## src/include/mem_params.svh

```systemverilog
// Sizes for the three-read, one-write replicated memory.
// MEM_NUM_WORDS must equal 2**MEM_ADDR_BITS, as the clearing sweep wraps on it.
// MEM_RD_LATENCY describes the fixed read pipeline and is not a tuning knob.

`ifndef MEM_PARAMS_SVH
`define MEM_PARAMS_SVH

// Data word width in bits
`define MEM_DATA_WIDTH 32

// Word address width and word count
`define MEM_ADDR_BITS 6
`define MEM_NUM_WORDS 64

// One replica bank per read port
`define MEM_NUM_RD 3

// Cycles from an accepted read strobe to rd_vld
`define MEM_RD_LATENCY 2

`endif

```

## src/hdl/mem_pkg.sv

```systemverilog
// Address and data types shared by the memory and its testbench.
// Widths come from mem_params.svh.

`default_nettype none

`include "mem_params.svh"

package mem_pkg;

  // Word address into every replica
  typedef logic [`MEM_ADDR_BITS-1:0] mem_addr_t;

  // One stored data word
  typedef logic [`MEM_DATA_WIDTH-1:0] mem_data_t;

endpackage

`default_nettype wire

```

## src/hdl/read_collector.sv

```systemverilog
// Read side of the replicated memory.
// Each read port drives only its own replica.
// Strobes are taken only while ready is high and come back exactly two
// cycles later on rd_vld, with the word registered into rd_dout.
// Every port may issue a read each cycle without back-pressure.

`default_nettype none

`include "mem_params.svh"

module read_collector import mem_pkg::*; (
  input  logic                          clk,
  input  logic                          reset,
  input  logic                          ready,
  // External read ports
  input  logic      [`MEM_NUM_RD-1:0]   read,
  input  mem_addr_t [`MEM_NUM_RD-1:0]   rd_adr,
  // One read port per replica
  output logic      [`MEM_NUM_RD-1:0]   bank_rd_en,
  output mem_addr_t [`MEM_NUM_RD-1:0]   bank_rd_adr,
  input  mem_data_t [`MEM_NUM_RD-1:0]   bank_rd_data,
  // Returned data
  output logic      [`MEM_NUM_RD-1:0]   rd_vld,
  output mem_data_t [`MEM_NUM_RD-1:0]   rd_dout
);

  logic [`MEM_NUM_RD-1:0] vld_s1;   // Replica data valid this cycle

  // Reads during the clearing sweep are dropped here
  assign bank_rd_en  = read & {`MEM_NUM_RD{ready}};
  assign bank_rd_adr = rd_adr;

  // Two-stage valid pipeline
  always_ff @(posedge clk) begin
    if (reset) begin
      vld_s1 <= '0;
      rd_vld <= '0;
    end else begin
      vld_s1 <= bank_rd_en;
      rd_vld <= vld_s1;
    end
  end

  // Second stage holds the word alongside rd_vld
  always_ff @(posedge clk) begin
    for (int i = 0; i < `MEM_NUM_RD; i++) begin
      if (vld_s1[i]) begin
        rd_dout[i] <= bank_rd_data[i];
      end
    end
  end

endmodule

`default_nettype wire

```

## config.mk

```make
export PLATFORM = sky130hd
export DESIGN_NAME = read_collector
export DESIGN_NICKNAME = d
export VERILOG_FILES = /design/src/hdl/mem_pkg.sv /design/src/hdl/read_collector.sv
export VERILOG_INCLUDE_DIRS = /design/src /design/src/include
export SDC_FILE = /design/constraint.sdc
export NUM_CORES = 1
export LEC_CHECK = 0
export BUFFER_PORTS_ARGS = -buffer_cell sky130_fd_sc_hd__buf_2
export CORE_MARGIN = 2
export CORE_UTILIZATION = 39
export DETAILED_ROUTE_END_ITERATION = 10
export GPL_TIMING_DRIVEN = 0
export PLACE_DENSITY = 0.9
export SLEW_MARGIN = 20
export SYNTH_ARGS = -nofsm -noshare
export SYNTH_HDL_FRONTEND = slang
export SYNTH_SLANG_ARGS = --single-unit
```

## constraint.sdc

```tcl
create_clock -name clk -period 1.55 [get_ports clk]
set_input_delay 0.31 -clock clk [delete_from_list [all_inputs] [get_ports clk]]
set_output_delay 0.31 -clock clk [all_outputs]
set_load 0.02 [all_outputs]
```

==> metrics.csv <==
metric,value,unit
HP Class,in -> reg,
status,finished clean,
Num CTS Buffers,9,
skew final,12.2,ps
post-place setup slack,334,ps
vias post-DR,2008,
clk buf depth,2,
die width,94.6,um
r2r worst-path depth,0,
CP startpoint kind,flip-flop,
Hold Crit Depth,1,
r2r startpoint,vld_s1[0],
warnings from Yosys,0,
WP data arrival,930,ps
Hold Crit Start,bank_rd_data[68],
sequential fraction of the synthesis area,0.938,
post-route ant nets,0,
syn nets,249,
Worst Setup End Kind,primary output,
fin crit period,1240,ps
power density cells,1120,nW/um2
final hold vios,0,
Die H,94.6,um
first-pass GRT wire length,9130,um
clk root buf,clkbuf_8,
IO buf count,221,
fraction of layout cells with a size suffix above 1,0.705,
P&R area growth vs syn,45.1,%
Buffers & Inverters on Critical Path,1,
Avg Vias per Cell,4.26,
Final WS setup,307,ps
DR iter-0 viols,50,
Ports,240,
Design Power,5.18,mW
Fmax,805,MHz
RSZ-0062 raised after global routing,false,
Ant. Diodes,0,
H-tree depth,3,
clk sinks,102,
RePlAce Congestion,0.673,
final setup TNS,0,ps
"Avg Cell Area, Syn",24.8,um2
family with the most delay on the worst path,flip-flops,
postcts setup bufs,0,
Hold Buf Count CTS,0,
GRT Overall Usage,0.141,
Leakage,2.03,nW
Seq. cell area,3010,um2
critical path's largest stage delay,400,ps
DRT Pass-1 Iters,4,
Relative slew margins,0.498,
Hold EP,rd_dout[68],
CP Cell Sequence,buf_2,
DR DRC count,0,
"CTS clk-pin slew, worst paths",110,ps
WS Path Type,reg -> out,
# rows,33,
cts repair resizes,0,
Fill cells,667,
r2r endpoint,rd_dout[13],
worst reg2reg setup slack,350,ps
Max Cap Viol,0,
Critical Path Fanout Max,1,
final period utilization,0.802,
VDD IR max,0.000458,V
CP max-delay cell,edfxtp_1,
Routed WL,7040,um
wire length per cell,15.0,um
total core area,8090,um2
CTS tree,built,
Seq cells post-synth,102,
Multi-input gate area,63.8,um2
DIE AREA,8950,um2
Critical Path RT,1240,ps
initial core utilization,0.396,
Mapped Cells,129,
Final Max Slew Viols,0,
fin nets,481,
vias in the first global route,1919,
Synth Cell Area,3200,um2
"Setup violations, final",0,
worst-skew pair later-pin latency,360,ps
largest net degree at the start of global routing,34,
initial antenna violation count,0,
grt ovf,0,
Tightest Pin Transition,752,ps
synth unique cells,6,
[flip-flops by register name (all words and copies together), names as in the netlist]
register	count
rd_dout	96
rd_vld	3
vld_s1	3
[layout by cell type, fill, tap and decap left out]
master,instances
buf_2,221
edfxtp_1,96
buf_4,18
clkbuf_8,10
and2_1,3
nor2b_1,3
and3b_1,3
dfxtp_1,3
dfxtp_2,3
inv_8,2
inv_6,1
clkinv_8,1
clkinv_4,1
clkinvlp_4,1
[report_power, final]
| part | switching, mW | total, mW | internal, mW |
|---|---|---|---|
| Sequential | 0.0506 | 3.15 | 3.10 |
| Combinational | 0.209 | 0.393 | 0.185 |
| Clock | 0.960 | 1.63 | 0.673 |
[per-stage QoR]
| step | hold slack [ps] | std cells | area [um2] | util |
|---|---|---|---|---|
| 6_report | 113 | 471 | 4640 | 0.574 |
| 5_1_grt | 88.2 | 471 | 4640 | 0.574 |
| 4_1_cts | 101 | 471 | 4640 | 0.574 |
| 3_5_place_dp | 488 | 455 | 4440 | 0.549 |
| 3_3_place_gp | 487 | 455 | 4440 | 0.549 |
| 2_1_floorplan | 382 | 129 | 3200 | - |
[worst max path at each step]
stage                      from          end  slack, ps  cells after the start
finish              rd_dout[82]  rd_dout[82]        310                      1
global route        rd_dout[82]  rd_dout[82]        250                      1
CTS                 rd_dout[82]  rd_dout[82]        300                      1
detailed placement    vld_s1[0]   rd_dout[4]        330                      0
global placement      vld_s1[0]  rd_dout[20]        -90                      0
floorplan             vld_s1[0]   rd_dout[0]        180                      0
[routing by layer]
metal | routed length [um] | share of wire | global-route usage
met2 | 3640 | 0.52 | 0.250
met4 | 153 | 0.022 | 0.0652
met1 | 2510 | 0.36 | 0.154
met5 | 0 | 0 | 0
met3 | 741 | 0.11 | 0.0439
[cell type report]
class / count / area share
flip-flops and latches: 102 / 0.647
plain buffers: 18 / 0.0291
repair buffers: 221 / 0.238
multi-input cells: 9 / 0.0137
clock buffers: 10 / 0.0296
well taps: 105 / 0.0283
clock inverters: 6 / 0.0137
[cells in the mapped netlist, drive strengths merged]
library cell / n / area (um2)
and2: 3 / 18.8
nor2b: 3 / 18.8
edfxtp: 96 / 2880
and3b: 3 / 26.3
dfxtp: 6 / 120
buf: 18 / 135
[cells by family after synthesis]
| kind of cell | synth area share |
|---|---|
| DFF | 0.938 |
| buffers and inverters | 0.0422 |
| and+or+nand+nor | 0.0199 |
No activity file was read; power rests on OpenSTA's default activity.
