### config.mk
export PLATFORM = sky130hd
export DESIGN_NAME = write_fanout
export DESIGN_NICKNAME = d
export VERILOG_FILES = /design/src/hdl/mem_pkg.sv /design/src/hdl/write_fanout.sv
export VERILOG_INCLUDE_DIRS = /design/src /design/src/include
export SDC_FILE = /design/constraint.sdc
export NUM_CORES = 1
export LEC_CHECK = 0
export BUFFER_PORTS_ARGS = -buffer_cell sky130_fd_sc_hd__buf_2
export CORE_MARGIN = 5
export CORE_UTILIZATION = 27
export DETAILED_ROUTE_END_ITERATION = 6
export GPL_TIMING_DRIVEN = 0
export MAX_ROUTING_LAYER = met4
export PLACE_DENSITY = 0.75
export SLEW_MARGIN = 20
export SYNTH_ARGS = -nofsm -noshare
export SYNTH_HDL_FRONTEND = slang
export SYNTH_SLANG_ARGS = --single-unit
### constraint.sdc
create_clock -name clk -period 1 [get_ports clk]
set_input_delay 0.05 -clock clk [delete_from_list [all_inputs] [get_ports clk]]
set_output_delay 0.05 -clock clk [all_outputs]
set_load 0.01 [all_outputs]
### src/include/mem_params.svh
// Sizes for the three-read, one-write replicated memory.
// MEM_NUM_WORDS must equal 2**MEM_ADDR_BITS, as the clearing sweep wraps on it.
// MEM_RD_LATENCY describes the fixed read pipeline and is not a tuning knob.

`ifndef MEM_PARAMS_SVH
`define MEM_PARAMS_SVH

// Data word width in bits
`define MEM_DATA_WIDTH 32

// Word address width and word count
`define MEM_ADDR_BITS 6
`define MEM_NUM_WORDS 64

// One replica bank per read port
`define MEM_NUM_RD 3

// Cycles from an accepted read strobe to rd_vld
`define MEM_RD_LATENCY 2

`endif

### src/hdl/mem_pkg.sv
// Address and data types shared by the memory and its testbench.
// Widths come from mem_params.svh.

`default_nettype none

`include "mem_params.svh"

package mem_pkg;

  // Word address into every replica
  typedef logic [`MEM_ADDR_BITS-1:0] mem_addr_t;

  // One stored data word
  typedef logic [`MEM_DATA_WIDTH-1:0] mem_data_t;

endpackage

`default_nettype wire

### src/hdl/write_fanout.sv
// Write side of the replicated memory.
// After reset a sweep writes zero to every word, one per cycle, with ready low.
// User writes are dropped until ready rises, then go to all replicas at once.
// A write seen with ready high is always taken at that edge.

`default_nettype none

`include "mem_params.svh"

module write_fanout import mem_pkg::*; (
  input  logic      clk,
  input  logic      reset,
  // User write port
  input  logic      write,
  input  mem_addr_t wr_adr,
  input  mem_data_t din,
  // High once the clearing sweep is done
  output logic      ready,
  // Write bus shared by every replica
  output logic      bank_wr_en,
  output mem_addr_t bank_wr_adr,
  output mem_data_t bank_wr_data
);

  mem_addr_t sweep_adr;   // Next word to clear
  logic      sweep_last;

  assign sweep_last = (sweep_adr == mem_addr_t'(`MEM_NUM_WORDS - 1));

  // Sweep counter and ready flag
  always_ff @(posedge clk) begin
    if (reset) begin
      sweep_adr <= '0;
      ready     <= 1'b0;
    end else if (!ready) begin
      sweep_adr <= sweep_adr + 1'b1;   // Wraps back to zero after the last word
      if (sweep_last) begin
        ready <= 1'b1;
      end
    end
  end

  // Clearing writes while sweeping, user writes afterwards
  always_comb begin
    if (ready) begin
      bank_wr_en   = write;
      bank_wr_adr  = wr_adr;
      bank_wr_data = din;
    end else begin
      bank_wr_en   = 1'b1;
      bank_wr_adr  = sweep_adr;
      bank_wr_data = '0;
    end
  end

endmodule

`default_nettype wire

==> results.json <==
{
  "rows": 17,
  "cp_max_fo": 7,
  "final_hold_viol_count": 0,
  "crit_arrival_ns": 1.25,
  "ios": 81,
  "vias": 848,
  "rsz0062_at_grt": "yes",
  "grt-ovfl-total": 0,
  "port-buffer-count": 80,
  "worstMarginPinSlew_ns": 0.271,
  "reg2reg_slack_ns": -0.25,
  "synth.most_common_cell": "and2_1",
  "die_w_um": 56.7,
  "cts_max_level": 1,
  "cts_buffers": 3,
  "endpoint_kind": "output port",
  "cp-endpoint": "bank_wr_adr[1]",
  "grt_pass1_wl_um": 3660,
  "finish.utilization": 0.573,
  "synth_common_cells": "32 x and2_1, 7 x dfxtp_1, 5 x mux2_2, 5 x nor2_1",
  "fp.dieH_um": 56.7,
  "cts.sinks": 7,
  "clk_path_buf_depth": 2,
  "grt_max_degree": 11,
  "multi_input_area_um2": 485,
  "fin_ws_ns": -0.304,
  "worstReg2RegEnd": "sweep_adr[4]",
  "synth_edf_count": 0,
  "timing.fmax_mhz": 767,
  "gp_congestion": 0.903,
  "worstPathRequired_ns": 0.95,
  "slew_headroom": 0.819,
  "yosys_warnings": 0,
  "hold_path.class": "in -> reg",
  "ff_latch_area_um2": 146,
  "synthCells": 75,
  "drive_above_1_share": 0.671,
  "first_global_vias": 818,
  "syn_area_per_cell_um2": 7.86,
  "cts_tree": "done",
  "synth_cell_type_count": 22,
  "synthToLayoutAreaGrowth_pct": 109,
  "yosysTopAreaCell": "and2_1",
  "diodes": 0,
  "power.leakage_uw": 0.000702,
  "clock_skew_ns": 0.00166,
  "cp-startpoint": "ready",
  "clock_latency_ns": 0.26,
  "drtIter0Drc": 26,
  "dr.pass1.iters": 4,
  "synth_ff_type": "dfxtp_1",
  "drc": 0,
  "netlist_top_cells_area": "and2_1 34%, dfxtp_1 24%, mux2_2 9.6%, nor2_1 3.2%, xor2_1 3.0%",
  "grt_usage": 0.148,
  "fin_nets": 207,
  "yosysTopAreaCellShare": 0.340,
  "finalMaxSlewViolations": 0,
  "ir_drop_uv": 660,
  "antenna_found_initial": 0,
  "synth.ff_latch_count": 7,
  "path_clk_slew_ns": 0.06,
  "fin_crit_ns": 1.30,
  "fin_crit_sh": 1.30,
  "p_per_area_nw_per_um2": 601,
  "antenna_left": 0,
  "ys_seq_area_frac": 0.238,
  "post-place-cells": 183,
  "dp_hpwl_um": 2010,
  "synthArstFlopShare": 0,
  "synth_fp_nets": 117,
  "postRouteWirelength_um": 2540,
  "cp-start-kind": "register",
  "synthesis.area_um2": 589,
  "fin_setup_tns_ns": -9.44,
  "violations": "setup timing",
  "setup_violations": 45,
  "wl_per_cell_um": 13.2,
  "p_total_uw": 739,
  "regToRegStartpoint": "ready",
  "dieArea_um2": 3220,
  "start_util": 0.274,
  "status": "finished with violations",
  "r2r_cells": 5,
  "fill_cells": 208,
  "viasPerCell": 4.42,
  "root_buffer": "clkbuf_4",
  "core-area_um2": 2150,
  "maxCapViolCount": 0,
  "fin_cells": 192,
  "path_class": "reg -> out"
}
[worst max-delay path, stage by stage (launching register included)]
cell	delay [ns]
dfxtp_2	0.33
buf_6	0.13
buf_8	0.12
mux2_4	0.30
buf_6	0.12
[kinds of logic after synthesis]
logic type,Yosys count,synth area share
simple gates,48,0.493
flops,7,0.238
mux,6,0.113
fa+ha+maj,1,0.0212
xor+xnor,3,0.0446
compound gates,5,0.0446
buf+inv,5,0.0467
[layout by cell type, fill, tap and decap left out, drive strengths merged]
cell type,instances
a21oi,2
a31oi,1
and2,32
and3,1
buf,88
clkbuf,6
dfxtp,7
ha,1
mux2,5
mux2i,1
nand2,3
nand2b,2
nand4,1
nand4b,1
nor2,5
nor2b,1
o21ai,2
or3,2
xnor2,1
xor2,2
[sequential cells by signal, summed over array words and instances, names as in the netlist]
signal and cells:
sweep_adr 6, ready 1
[power breakdown]
part | internal [µW] | total, µW | switching (µW) | leakage [µW]
clock network | 153 | 276 | 122 | 0.0000150
logic | 103 | 152 | 49.2 | 0.000629
registers | 292 | 312 | 20.1 | 0.0000583
total | 548 | 739 | 192 | 0.000702
[how the worst min path moves through the flow]
stage	startpoint	endpoint	cells past startpoint
2_1_floorplan	reset	ready	1
3_3_place_gp	reset	sweep_adr[1]	2
3_5_place_dp	reset	ready	2
4_1_cts	reset	ready	2
5_1_grt	reset	sweep_adr[4]	2
6_report	reset	sweep_adr[5]	2
[final cells by class]
cell class | instances | share of cell area
repair buffers | 85 | 0.394
well taps | 28 | 0.0285
multi-input cells | 63 | 0.394
plain buffers | 5 | 0.0427
flip-flops and latches | 7 | 0.119
clock buffers | 4 | 0.0213
[stage by stage]
stage | setup slack, ns | cell area (µm²) | hold slack (ns)
2_1_floorplan | -0.0525 | 608 | 0.115
3_3_place_gp | -0.150 | 1040 | 0.310
3_5_place_dp | -0.153 | 1040 | 0.313
4_1_cts | -0.315 | 1150 | 0.0354
5_1_grt | -0.342 | 1230 | 0.0548
6_report | -0.304 | 1230 | 0.0411
[what timing repair did]
action,4_1_cts,5_1_grt
cloned,0,1
setup buffers,3,1
endpoints found under the hold margin,0,0
resized for setup,14,19
hold buffers,0,0
endpoints found under the setup margin,41,46
[metal layers]
layer | GRT usage | up-vias | wire [µm]
met5 | - | - | 0
met4 | 0.0678 | 0 | 48
met3 | 0.0690 | 6 | 303
met2 | 0.262 | 49 | 1320
met1 | 0.132 | 373 | 863
li1 | - | 420 | -
Power figures use the tool's default switching activity.
