==> src/include/mem_params.svh <==
// Sizes for the three-read, one-write replicated memory.
// MEM_NUM_WORDS must equal 2**MEM_ADDR_BITS, as the clearing sweep wraps on it.
// MEM_RD_LATENCY describes the fixed read pipeline and is not a tuning knob.

`ifndef MEM_PARAMS_SVH
`define MEM_PARAMS_SVH

// Data word width in bits
`define MEM_DATA_WIDTH 32

// Word address width and word count
`define MEM_ADDR_BITS 6
`define MEM_NUM_WORDS 64

// One replica bank per read port
`define MEM_NUM_RD 3

// Cycles from an accepted read strobe to rd_vld
`define MEM_RD_LATENCY 2

`endif

==> src/hdl/mem_pkg.sv <==
// Address and data types shared by the memory and its testbench.
// Widths come from mem_params.svh.

`default_nettype none

`include "mem_params.svh"

package mem_pkg;

  // Word address into every replica
  typedef logic [`MEM_ADDR_BITS-1:0] mem_addr_t;

  // One stored data word
  typedef logic [`MEM_DATA_WIDTH-1:0] mem_data_t;

endpackage

`default_nettype wire

==> src/hdl/replica_bank.sv <==
// One write, one read storage bank holding a full copy of the memory.
// Read data is registered, one cycle after rd_en.
// A read and a write to the same word at one edge returns the old word.
// Contents are undefined until the clearing sweep has written every word.

`default_nettype none

`include "mem_params.svh"

module replica_bank import mem_pkg::*; (
  input  logic      clk,
  // Write port shared by all replicas
  input  logic      wr_en,
  input  mem_addr_t wr_adr,
  input  mem_data_t wr_data,
  // Read port private to one external read port
  input  logic      rd_en,
  input  mem_addr_t rd_adr,
  output mem_data_t rd_data
);

  mem_data_t mem [`MEM_NUM_WORDS];

  always_ff @(posedge clk) begin
    if (wr_en) begin
      mem[wr_adr] <= wr_data;
    end
    // Samples the array before the write above lands
    if (rd_en) begin
      rd_data <= mem[rd_adr];
    end
  end

endmodule

`default_nettype wire

==> config.mk <==
export PLATFORM = sky130hd
export DESIGN_NAME = replica_bank
export DESIGN_NICKNAME = d
export VERILOG_FILES = /design/src/hdl/mem_pkg.sv /design/src/hdl/replica_bank.sv
export VERILOG_INCLUDE_DIRS = /design/src /design/src/include
export SDC_FILE = /design/constraint.sdc
export NUM_CORES = 2
export LEC_CHECK = 0
export BUFFER_PORTS_ARGS = -buffer_cell sky130_fd_sc_hd__buf_2
export CAP_MARGIN = 10
export CORE_MARGIN = 4
export CORE_UTILIZATION = 53
export CTS_CLUSTER_SIZE = 40
export DETAILED_ROUTE_END_ITERATION = 7
export MAX_ROUTING_LAYER = met4
export PLACE_DENSITY = 0.67
export SETUP_SLACK_MARGIN = 0.2
export SLEW_MARGIN = 10
export SYNTH_ARGS = -nofsm -noshare
export SYNTH_HDL_FRONTEND = slang
export SYNTH_SLANG_ARGS = --single-unit
==> constraint.sdc <==
create_clock -name clk -period 5.75 [get_ports clk]
set_input_delay 0.8625 -clock clk [delete_from_list [all_inputs] [get_ports clk]]
set_output_delay 0.8625 -clock clk [all_outputs]
set_load 0.005 [all_outputs]
==> flow_summary.rst <==
.. list-table::
   :header-rows: 1

   * - Metric
     - Value
   * - Run status
     - finished, final reports clean
   * - Worst-Margin Slew
     - 1.31 ns
   * - Total standard cell area after synthesis
     - 0.0788 mm^2
   * - Logic depth of the worst register-to-register path
     - 5
   * - Count of synthesis-stage warnings from yosys
     - 0
   * - Worst-path fanout max
     - 59
   * - Sequential share of the synthesized area
     - 79.2%
   * - Sequential group share of total power
     - 53.7%
   * - Number of clock buffers inserted by TritonCTS
     - 198
   * - Number of nets produced by synthesis
     - 3371
   * - Total gr overflow
     - 0
   * - Layout Cells excl Fill
     - 5671
   * - Worst-case vdd ir drop
     - 0.280 mV
   * - Number of nets still failing antenna checks after routing
     - 0
   * - Proportion of power drawn by combinational gates
     - 5.0%
   * - Final min period
     - 3.61 ns
   * - Floorplan row count
     - 141
   * - Proportion of register bits with asynchronous set or reset after synthesis
     - 0%
   * - Count of input and output buffers
     - 78
   * - Buffer levels on the longest clock path
     - 3
   * - Routability-driven placement congestion ratio
     - 0.823
   * - Via density per instance
     - 6.60
   * - DR DRC count
     - 0
   * - First drt pass iteration count
     - 5
   * - Post-detail-place hpwl
     - 115000 um
   * - Hold Path End
     - mem[37][24]$_DFFE_PP_
   * - Vertical die dimension
     - 394 um
   * - Final Power
     - 31.4 mW
   * - Final period util
     - 62.8%
   * - Required time of the critical path
     - 6.27 ns
   * - Post-cts resize count
     - 0
   * - DP Area
     - 0.0825 mm^2
   * - Switching part of the total
     - 21.0%
   * - Post-synthesis cell count
     - 3324
   * - Max-cap violations
     - 0
   * - Flop and latch count out of synthesis
     - 2080
   * - First-pass GRT wire length
     - 289000 um
   * - PD cells
     - 353 mW/mm^2
   * - Area added between synthesis and finish
     - 12.9%
   * - Hold buffer count at CTS
     - 0
   * - Worst-case register-to-register setup slack
     - 3.24 ns
   * - Total of endpoints with negative setup slack in the final report
     - 0
   * - Min-Delay Path Depth
     - 1
   * - Clock-pin slew on the worst setup and hold paths
     - 0.06 ns
   * - Maximum number of pins on one net before global-route repair
     - 80
   * - Cells after DPL
     - 5295
   * - Endpoints failing hold
     - 0
   * - Arrival time at the worst endpoint
     - 4.13 ns
   * - Crit end category
     - flop
   * - RR Startpoint
     - mem[49][22]$_DFFE_PP_
   * - WL final
     - 205000 um
   * - Clock Sinks
     - 2080
   * - Share of post-route cells with drive strength above 1
     - 30.0%
   * - Clock root cell
     - sky130_fd_sc_hd__clkbuf_16
   * - Final cell area excluding filler cells
     - 0.0890 mm^2
   * - Type of the most critical hold path
     - in2reg
   * - Horizontal extent of the die
     - 394 um
   * - Post-synthesis area per instance
     - 23.7 um^2
   * - Placeable Area
     - 0.148 mm^2
   * - Max-slew violation count
     - 0
   * - Leakage component of the power
     - 27.7 nW
   * - Core occupancy in the finished layout
     - 60.2%
   * - Min-Delay Startpoint
     - wr_data[24]
   * - Post-synth EDFFs
     - 2080
   * - Count of buffers added by post-CTS timing repair for setup
     - 0
   * - Net switching power
     - 6.59 mW
   * - Total internal power
     - 24.9 mW
   * - Ports placed on the boundary
     - 79
   * - Setup crit start kind
     - input pin
   * - Post-route clock skew
     - 0.0312 ns
   * - Total Die Area
     - 0.155 mm^2
   * - Initial standard-cell utilization of the core
     - 53.3%
   * - Mean routed wirelength per cell
     - 36.1 um
   * - Library cells used by synthesis
     - 33
   * - CTS tree
     - done
   * - Total negative slack for setup checks
     - 0 ns
   * - Max Clk Rate
     - 277 MHz
   * - Remaining max-slew budget at the tightest pin
     - 12.6%
   * - Number of nets in the final layout
     - 3612
   * - Initial drt markers
     - 5308
   * - Type of the worst setup path
     - in2reg
   * - Initial antenna violation count
     - 20
   * - Terminus of the critical flop-to-flop path
     - rd_data[22]$_DFFE_PP_
   * - Vias in the first global route
     - 37786
   * - Vias
     - 37454
   * - Clock network fraction of design power
     - 41.3%
   * - Global router's overall resource usage
     - 27.4%
   * - Worst-skew pair later-pin latency
     - 0.82 ns
   * - Primary flip-flop cell chosen by synthesis mapping
     - sky130_fd_sc_hd__edfxtp_1
   * - Setup repair after global routing missed its margin
     - false
   * - CTS H-tree lvls
     - 4
## synth_stat cells, types with 8 or more instances
cell type                  count  share of area [%]
sky130_fd_sc_hd__edfxtp_1   2080                 79
sky130_fd_sc_hd__mux4_2      544                 16
sky130_fd_sc_hd__nor2_1      137               0.65
sky130_fd_sc_hd__mux2i_1      93                1.2
sky130_fd_sc_hd__o22ai_1      84               0.67
sky130_fd_sc_hd__clkbuf_1     74               0.35
sky130_fd_sc_hd__a21oi_1      62               0.39
sky130_fd_sc_hd__buf_2        57               0.36
sky130_fd_sc_hd__o221ai_1     27               0.30
sky130_fd_sc_hd__nand2_1      26               0.12
sky130_fd_sc_hd__buf_4        25               0.24
sky130_fd_sc_hd__buf_1        21               0.10
sky130_fd_sc_hd__nor2b_1      15               0.12
sky130_fd_sc_hd__a22oi_1      12               0.11
sky130_fd_sc_hd__a311oi_1      8              0.089
sky130_fd_sc_hd__nand2b_1      8              0.063
## metal layers
layer	global-route usage (%)	wire [um]	vias up
li1	-	-	14811
met1	37.4	76300	20095
met2	42.7	101000	2188
met3	5.12	20300	360
met4	8.82	7130	0
met5	-	0	-
## logic make-up (layout without fill, tap and decap cells)
family | count (synthesis) | after routing | synth area share (%)
compound gates | 202 | 202 | 1.67
simple gates | 223 | 223 | 1.26
mux | 637 | 637 | 16.7
other cells | 0 | 7 | 0
buf+inv | 182 | 592 | 1.12
flops | 2080 | 2080 | 79.2
## registers in the layout (all words and copies together), names as in the netlist
name / flops
rd_data: 32
mem: 2048
## worst max-delay path, cell delays in order
cell and delay, ns:
sky130_fd_sc_hd__buf_8 0.44, sky130_fd_sc_hd__buf_12 0.31, sky130_fd_sc_hd__buf_12 0.39, sky130_fd_sc_hd__mux4_2 0.57
sky130_fd_sc_hd__o22ai_1 0.21, sky130_fd_sc_hd__nor2_1 0.19, sky130_fd_sc_hd__a21oi_1 0.80, sky130_fd_sc_hd__nor2_1 0.16
## cell usage in the layout (no fill, tap or decap), types with 4 or more instances in the layout
cell	instances
sky130_fd_sc_hd__nor2_4	62
sky130_fd_sc_hd__nand2_1	26
sky130_fd_sc_hd__buf_4	146
sky130_fd_sc_hd__nand3_1	5
sky130_fd_sc_hd__nand3b_1	5
sky130_fd_sc_hd__bufinv_16	22
sky130_fd_sc_hd__nor2b_1	15
sky130_fd_sc_hd__a21oi_1	62
sky130_fd_sc_hd__mux2i_1	93
sky130_fd_sc_hd__o221ai_1	27
sky130_fd_sc_hd__o22ai_1	84
sky130_fd_sc_hd__edfxtp_1	2080
sky130_fd_sc_hd__nor3_1	5
sky130_fd_sc_hd__and3_1	4
sky130_fd_sc_hd__clkbuf_16	204
sky130_fd_sc_hd__clkinv_4	5
sky130_fd_sc_hd__buf_12	11
sky130_fd_sc_hd__nor2_1	75
sky130_fd_sc_hd__clkbuf_1	41
sky130_fd_sc_hd__a22oi_1	12
sky130_fd_sc_hd__a311oi_1	8
sky130_fd_sc_hd__clkinv_1	47
sky130_fd_sc_hd__nand2b_1	6
sky130_fd_sc_hd__mux4_2	544
sky130_fd_sc_hd__o32ai_1	4
sky130_fd_sc_hd__clkinv_2	32
sky130_fd_sc_hd__diode_2	7
sky130_fd_sc_hd__a41o_1	4
sky130_fd_sc_hd__clkinvlp_4	8
sky130_fd_sc_hd__buf_2	63
sky130_fd_sc_hd__inv_6	7
## area by class of cell
type	count	area, um^2
antenna	7	17.5
clock buffer	245	5260
clock inverter	124	1210
fill	10014	58800
multi-input combinational	1062	16000
sequential	2080	62500
tap	1930	2410
timing repair buffer	223	1680
## power groups by stage
stage          logic (mW)  registers, mW  clock network [mW]
2_1_floorplan       0.817           17.2                   0
4_1_cts              1.58           16.9                13.1
5_1_grt              1.65           16.9                13.9
6_report             1.57           16.9                13.0
3_5_place_dp         1.57           17.2                   0
3_3_place_gp         1.53           17.2                   0
## worst max path at each step
stage,to,cells after the start,startpoint
finish,rd_data[22]$_DFFE_PP_,8,rd_adr[0]
global route,rd_data[7]$_DFFE_PP_,8,rd_adr[0]
CTS,rd_data[22]$_DFFE_PP_,8,rd_adr[0]
detailed placement,rd_data[22]$_DFFE_PP_,8,rd_adr[0]
global placement,rd_data[22]$_DFFE_PP_,8,rd_adr[0]
floorplan,mem[48][0]$_DFFE_PP_,4,wr_adr[3]
## stage by stage
| stage | setup slack, ns | hold WS, ns |
|---|---|---|
| after floorplan | 1.73 | 0.750 |
| after global placement | 1.39 | 0.827 |
| after detailed placement | 1.30 | 0.800 |
| after CTS | 2.19 | 0.641 |
| after global routing | 2.01 | 0.618 |
| final | 2.14 | 0.621 |
(Power assumes the default switching activity.)
